File: config.mk
export PLATFORM = sky130hd
export DESIGN_NAME = output_port_lookup_flat
export DESIGN_NICKNAME = d
export VERILOG_FILES = /design/src/common/switch_pkg.sv /design/src/common/axis_if.sv /design/src/verilog/small_fifo.sv /design/src/output_port_lookup/output_port_lookup.sv /design/src/flat_wrapper.sv
export SDC_FILE = /design/constraint.sdc
export NUM_CORES = 1
export LEC_CHECK = 0
export ABC_CLOCK_PERIOD_IN_PS = 11100
export BUFFER_PORTS_ARGS = -buffer_cell sky130_fd_sc_hd__buf_2
export CORE_ASPECT_RATIO = 2
export CORE_MARGIN = 2
export CORE_UTILIZATION = 60
export DETAILED_ROUTE_END_ITERATION = 16
export HOLD_SLACK_MARGIN = 0.03
export PLACE_DENSITY = 0.83
export SKIP_LAST_GASP = 1
export SLEW_MARGIN = 20
export SYNTH_ARGS = -nofsm -noshare
export SYNTH_HDL_FRONTEND = slang
export SYNTH_SLANG_ARGS = --single-unit
File: constraint.sdc
create_clock -name clk -period 11.1 [get_ports clk]
set_clock_uncertainty 0.15 [all_clocks]
set_input_delay 1.11 -clock clk [delete_from_list [all_inputs] [get_ports clk]]
set_output_delay 1.11 -clock clk [all_outputs]
set_load 0.01 [all_outputs]
File: src/common/switch_pkg.sv
/*
 * Switch datapath package
 * Stream widths, sideband field positions, port codes
 * and the beat struct shared by the FIFOs and both blocks
 */
`default_nettype none

package switch_pkg;

   //////////////////////////////
   // Stream widths
   //////////////////////////////
   localparam int axis_data_width = 64;
   localparam int axis_strb_width = axis_data_width / 8;
   localparam int user_width      = 128;

   // Sideband fields, 8 bits each
   // Bits 0..15 carry the packet length in bytes
   localparam int src_port_pos = 16;
   localparam int dst_port_pos = 24;

   //////////////////////////////
   // Ports and FIFO sizes
   //////////////////////////////
   localparam int num_ports = 4;

   // Arbiter queues, 8 entries each
   localparam int in_fifo_depth_bits  = 3;
   // Lookup output queue, 4 entries
   localparam int opl_fifo_depth_bits = 2;

   // One-hot port code, MAC on even bits and CPU on odd bits
   typedef logic [7:0] port_onehot_t;

   // One stream beat, 201 bits
   typedef struct packed {
      logic                       last;
      logic [user_width-1:0]      user;
      logic [axis_strb_width-1:0] strb;
      logic [axis_data_width-1:0] data;
   } axis_beat_t;

endpackage

`default_nettype wire

File: src/common/axis_if.sv
/*
 * AXI stream interface
 * Data, byte strobes, sideband word and tlast with a
 * valid/ready handshake
 */
`timescale 1ns/1ps
`default_nettype none

interface axis_if;
   import switch_pkg::*;

   logic [axis_data_width-1:0] tdata;
   logic [axis_strb_width-1:0] tstrb;
   logic [user_width-1:0]      tuser;
   logic                       tvalid;
   logic                       tready;
   // Final beat of a packet
   logic                       tlast;

   // Source side
   modport master (
      output tdata, tstrb, tuser, tvalid, tlast,
      input  tready
   );

   // Sink side
   modport slave (
      input  tdata, tstrb, tuser, tvalid, tlast,
      output tready
   );

   // Passive observer
   modport monitor (
      input tdata, tstrb, tuser, tvalid, tready, tlast
   );

endinterface

`default_nettype wire

File: src/verilog/small_fifo.sv
/*
 * Small synchronous FIFO of stream beats
 * First-word fall-through, head always on dout
 * nearly_full is set with one free entry left
 */
`timescale 1ns/1ps
`default_nettype none

module small_fifo #(
   parameter int depth_bits = 2
) (
   input  logic                   clk,
   input  logic                   axi_resetn,
   input  switch_pkg::axis_beat_t din,
   input  logic                   wr_en,
   input  logic                   rd_en,
   output switch_pkg::axis_beat_t dout,
   output logic                   empty,
   output logic                   nearly_full
);
   import switch_pkg::*;

   // Beat storage
   axis_beat_t mem [2**depth_bits];

   logic [depth_bits-1:0] wr_ptr;
   logic [depth_bits-1:0] rd_ptr;
   // One extra bit so a full buffer is distinct from empty
   logic [depth_bits:0]   count;
   logic                  full;
   logic                  do_wr;
   logic                  do_rd;

   assign full        = (count == (depth_bits + 1)'(2**depth_bits));
   assign empty       = (count == '0);
   assign nearly_full = (count >= (depth_bits + 1)'(2**depth_bits - 1));

   // Drop writes when full and reads when empty
   assign do_wr = wr_en && !full;
   assign do_rd = rd_en && !empty;

   assign dout = mem[rd_ptr];

   always_ff @(posedge clk) begin
      if (do_wr) begin
         mem[wr_ptr] <= din;
      end
   end

   // Pointers and occupancy
   always_ff @(posedge clk) begin
      if (axi_resetn) begin
         wr_ptr <= '0;
         rd_ptr <= '0;
         count  <= '0;
      end else begin
         if (do_wr) begin
            wr_ptr <= wr_ptr + depth_bits'(1);
         end
         if (do_rd) begin
            rd_ptr <= rd_ptr + depth_bits'(1);
         end
         // Simultaneous push and pop keep the count
         case ({do_wr, do_rd})
            2'b10:   count <= count + (depth_bits + 1)'(1);
            2'b01:   count <= count - (depth_bits + 1)'(1);
            default: count <= count;
         endcase
      end
   end

endmodule

`default_nettype wire

File: src/output_port_lookup/output_port_lookup.sv
/*
 * Output port lookup
 * Rewrites the destination field on the first beat of each
 * packet, MAC ports to the CPU port above and CPU ports
 * to the MAC port below
 */
`timescale 1ns/1ps
`default_nettype none

module output_port_lookup (
   input logic clk,
   input logic axi_resetn,
   axis_if.slave  s,
   axis_if.master m
);
   import switch_pkg::*;

   typedef enum logic {
      st_header,
      st_in_packet
   } state_t;

   state_t       state;
   logic         in_accept;
   port_onehot_t src_port;
   port_onehot_t dst_port;
   logic         from_cpu;
   axis_beat_t   fifo_din;
   axis_beat_t   fifo_dout;
   logic         fifo_empty;
   logic         fifo_nearly_full;
   logic         fifo_rd_en;

   assign in_accept = s.tvalid && s.tready;

   //////////////////////////////
   // First-beat tracking
   //////////////////////////////
   always_ff @(posedge clk) begin
      if (axi_resetn) begin
         state <= st_header;
      end else if (in_accept) begin
         // Back to header after the last beat
         state <= s.tlast ? st_header : st_in_packet;
      end
   end

   //////////////////////////////
   // Destination rewrite
   //////////////////////////////
   assign src_port = s.tuser[src_port_pos +: 8];

   // CPU ports sit on the odd bits
   assign from_cpu = |(src_port & 8'haa);

   // CPU goes down one bit to its MAC, MAC goes up one
   assign dst_port = from_cpu ? (src_port >> 1) : (src_port << 1);

   always_comb begin
      fifo_din = '{last: s.tlast, user: s.tuser, strb: s.tstrb, data: s.tdata};
      // Only the header beat is touched
      if (state == st_header) begin
         fifo_din.user[dst_port_pos +: 8] = dst_port;
      end
   end

   //////////////////////////////
   // Output queue
   //////////////////////////////
   assign s.tready = !fifo_nearly_full;

   small_fifo #(
      .depth_bits (opl_fifo_depth_bits)
   ) u_out_fifo (
      .clk         (clk),
      .axi_resetn  (axi_resetn),
      .din         (fifo_din),
      .wr_en       (in_accept),
      .rd_en       (fifo_rd_en),
      .dout        (fifo_dout),
      .empty       (fifo_empty),
      .nearly_full (fifo_nearly_full)
   );

   // Pop on each transfer
   assign fifo_rd_en = !fifo_empty && m.tready;

   assign m.tvalid = !fifo_empty;
   assign m.tdata  = fifo_dout.data;
   assign m.tstrb  = fifo_dout.strb;
   assign m.tuser  = fifo_dout.user;
   assign m.tlast  = fifo_dout.last;

endmodule

`default_nettype wire

File: src/flat_wrapper.sv
// flat-port wrapper written by rule: the top's interface ports become plain ports
module output_port_lookup_flat import switch_pkg::*;
  (clk, axi_resetn, s_tdata, s_tstrb, s_tuser, s_tvalid, s_tlast, s_tready, m_tdata, m_tstrb, m_tuser, m_tvalid, m_tlast, m_tready);
  axis_if s_i ();
  axis_if m_i ();
  input logic clk;
  input logic axi_resetn;
  input wire logic [$bits(s_i.tdata)-1:0] s_tdata;
  input wire logic [$bits(s_i.tstrb)-1:0] s_tstrb;
  input wire logic [$bits(s_i.tuser)-1:0] s_tuser;
  input wire logic [$bits(s_i.tvalid)-1:0] s_tvalid;
  input wire logic [$bits(s_i.tlast)-1:0] s_tlast;
  output wire logic [$bits(s_i.tready)-1:0] s_tready;
  output wire logic [$bits(m_i.tdata)-1:0] m_tdata;
  output wire logic [$bits(m_i.tstrb)-1:0] m_tstrb;
  output wire logic [$bits(m_i.tuser)-1:0] m_tuser;
  output wire logic [$bits(m_i.tvalid)-1:0] m_tvalid;
  output wire logic [$bits(m_i.tlast)-1:0] m_tlast;
  input wire logic [$bits(m_i.tready)-1:0] m_tready;
  assign s_i.tdata = s_tdata;
  assign s_i.tstrb = s_tstrb;
  assign s_i.tuser = s_tuser;
  assign s_i.tvalid = s_tvalid;
  assign s_i.tlast = s_tlast;
  assign s_tready = s_i.tready;
  assign m_tdata = m_i.tdata;
  assign m_tstrb = m_i.tstrb;
  assign m_tuser = m_i.tuser;
  assign m_tvalid = m_i.tvalid;
  assign m_tlast = m_i.tlast;
  assign m_i.tready = m_tready;
  output_port_lookup u_core (.clk(clk), .axi_resetn(axi_resetn), .s(s_i), .m(m_i));
endmodule
==> implementation parameters <==
Parameter                              Value

Clocking
  TritonCTS clock tree    done
  Number of instances resized during post-cts repair    0
  CTS sink cnt    a little over 800
  Clock transition at the registers of the reported paths    about 70 ps
  H-tree levels    3
  Maximum root-to-sink buffer count    3
  Post-CTS Setup Inserts    0
  CTS Hold Buffers Added    0
  Buffer cell driving the clock tree root    clkbuf_16
  Total CTS buffers    67
  Worst-Skew Late Latency    600 ps

STA
  Unrepaired setup endpoints after global routing    no
  Final hold slack    391 ps
  Final critical path time including I/O delays and setup    5240 ps
  Number of pins exceeding their max-slew limit in the final report    0
  Final number of setup-violating endpoints    0
  Timing-limited maximum frequency    191 MHz
  Setup_tns    0 ps
  Final number of hold-violating endpoints    0
  Min setup slack post-route    5860 ps
  Part of the cycle the worst path needs    between 40% and 50%
  Actual transition at the worst max-transition pin    around 1100 ps
  Relative slew slack    25.7%

GRT
  Antenna violations before repair    27
  Via count of the first global-routing pass    between 10,000 and 15,000
  Maximum number of pins on one net before global-route repair    80
  Remaining Overflow, GRT    0
  Total global-route track usage    25.0%
  First-pass GRT wire length    between 90,000 and 100,000 um
  Met1 routing resource usage after global routing    between 20% and 30%
  Met3 Track Usage GR    5.71%
  Peak-usage layer in the global routing report    met2
  Met2 track demand over resource in global routing    43.0%

Critical path
  Delay of the slowest cell on the worst path    around 970 ps
  Cell Chain, Critical Path    buf_4 -> buf_4 -> mux4_2 -> buf_2
  Worst EP arrival    slightly below 4000 ps
  CP Class    reg -> out
  Slack of the worst reg-to-reg path    7300 ps
  CP Data Required Time    a little under 10,000 ps
  Largest fanout on the critical path    between 40 and 50
  Cell family contributing the most delay on the critical path    buffers and inverters
  CP dominant cell by count    buf_4
  Buf/Inv on CP    3
  Startpoint of the lowest-slack register-to-register path    u_core.u_out_fifo.count[1]$_SDFFE_PP0P_
  R2R depth    4
  Type of destination of the critical path    output port
  Kind of start point of the critical path    flip-flop
  Cell type of the slowest stage on the worst timing path    dfxtp_4
  Endpoint of the most critical register-to-register path    u_core.u_out_fifo.mem[1][189]$_DFFE_PP_

Floorplan
  Height of the die    319 um
  Width of the chip    162 um
  Floorplan die area    51,700 sq um
  Initial Utilization    between 60% and 70%
  Top-Level Pins    408
  Floorplan core area    49,200 sq um
  Number of cell rows    115

Pwr
  Switching share of power    26.9%
  Power share of the clock group    28.9%
  Share of power burned in combinational logic    23.2%
  Switching component of the power    2230 uW
  Cell-internal power    between 6000 and 7000 uW
  Sequential fraction of design power    between 40% and 50%
  Leakage power summed over all cells    0.0115 uW
  Power density cells    239 nW/um^2
  Worst-case vdd ir drop    ~0.19 mV

Synth
  Avg Synthesized Cell Area    approximately 27 sq um
  Post-synth net total    1,333
  Top post-synthesis cells by area    edfxtp_1 81%, mux4_2 15%, buf_12 1.4%
  Fraction of registers with async set or reset after synthesis    0%
  Count of different cell masters after synthesis    31
  Cell area after synthesis    around 30,000 sq um
  Number of enable-type register cells in the synthesized netlist    804
  Main flop type after synthesis    edfxtp_1
  Cell accounting for the most synthesized area    edfxtp_1
  Proportion of netlist area held by the largest area contributor    between 80% and 90%
  Fraction of the yosys area taken by sequential cells    81.5%
  Instance count of the mapped netlist    1,122
  Number of synthesized register bits    814
  YS warnings    0

Cells and area
  Most used cells in the layout excluding fill and tap cells    804 x edfxtp_1, 407 x buf_2, 201 x mux4_2
  Area growth from synthesis to layout    16.1%
  # nets final    1,781
  Layout cell share with drive strength beyond 1    between 40 and 50%
  Most frequent standard cell in the layout excluding fill and tap cells    edfxtp_1

Route
  Via total after detailed routing    13,900
  Remaining number of nets flagged by the antenna check after routing    0
  Vias per std cell    between 6 and 7
  Number of DRC markers after the initial detailed-route iteration    1,301
  Detailed-route wire length    64,100 um
  Wire per inst    around 28 um
  DRT Pass-1 Iters    6
  Remaining routing DRC violations    0

Job
  Number of maximum-capacitance constraint violations    0

Placed design
  Routability-driven placement congestion ratio    0.800
  IO buf count    slightly above 400
  Post-placement worst setup slack    6370 ps
  HPWL Detailed    40,200 um

Outcome
  Run status    complete, no violations

Min path
  Depth of the worst hold-timing path    2
  Tightest Hold Check Type    reg -> reg
  Origin of the worst min-delay path    u_core.u_out_fifo.rd_ptr[1]$_SDFFE_PP0P_
## worst min-delay path: cells and delay by family (launching register included)
family / cells / cell delay (ps)
flops: 1 / 310
xor+xnor: 1 / 130
simple gates: 1 / 60
## state kept, by name, indices dropped and copies added (netlist names), named ones only
signal                    cells
u_core.u_out_fifo.count       3
u_core.u_out_fifo.mem       804
u_core.u_out_fifo.wr_ptr      2
u_core.u_out_fifo.rd_ptr      2
u_core.state                  1
## cell usage after synthesis, types with 5 or more instances
cell	n
nand2_1	5
nor2_1	7
clkbuf_1	5
dfxtp_1	10
ha_1	5
edfxtp_1	804
inv_1	6
buf_2	19
o21ai_0	6
mux4_2	201
buf_12	21
## metrics by stage
step	instance area, sq um	power, uW	utilization [%]	std cells
floorplan	29900	5390	-	1122
global placement	32300	5890	65.6	2141
detailed placement	32300	5970	65.7	2143
CTS	34600	8370	70.2	2262
global route	34600	8590	70.4	2282
finish	34600	8290	70.4	2284
## power by group through the flow
| stage | Combinational (uW) | Sequential (uW) | Clock [uW] |
|---|---|---|---|
| after floorplan | 1380 | 4010 | 0 |
| after global placement | 1900 | 4000 | 0 |
| after detailed placement | 1930 | 4030 | 0 |
| after CTS | 1950 | 3980 | 2440 |
| after global routing | 2050 | 4000 | 2540 |
| final | 1920 | 3970 | 2400 |
## final cells by class
type,count,area (sq um)
Tap cell,643,805
Multi-Input combinational cell,255,4960
Clock buffer,82,1780
Fill cell,2899,14600
Antenna cell,21,52.6
Sequential cell,814,24400
Clock inverter,37,447
Timing Repair Buffer,426,2240
Inverter,6,22.5
## worst max path at each step
stage,end,slack (ps),cells past startpoint
global route,m_tdata[47],5460,4
global placement,m_tdata[54],6420,4
CTS,m_tdata[47],5690,4
finish,m_tdata[47],5860,4
detailed placement,m_tdata[47],6370,4
floorplan,u_core.u_out_fifo.mem[0][0]$_DFFE_PP_,4630,1
## routing by layer
metal	vias to the layer above	part of all wire [%]
met5	-	0.13
met4	12	4.5
met3	150	7.6
met2	700	54
met1	7219	34
li1	5783	-
## cells by family (layout without fill, tap and decap cells)
| kind of cell | after synthesis | in the layout | synth area share (%) |
|---|---|---|---|
| buffers and inverters | 53 | 551 | 1.93 |
| AO/OA/AOI/OAI | 14 | 14 | 0.289 |
| flip-flops | 814 | 814 | 81.5 |
| adder cells (fa/ha/maj) | 6 | 6 | 0.277 |
| multiplexers | 208 | 208 | 15.4 |
| AND/OR/NAND/NOR | 23 | 23 | 0.436 |
| XOR/XNOR | 4 | 4 | 0.117 |
| other | 0 | 21 | 0 |
Power figures use the tool's default switching activity.
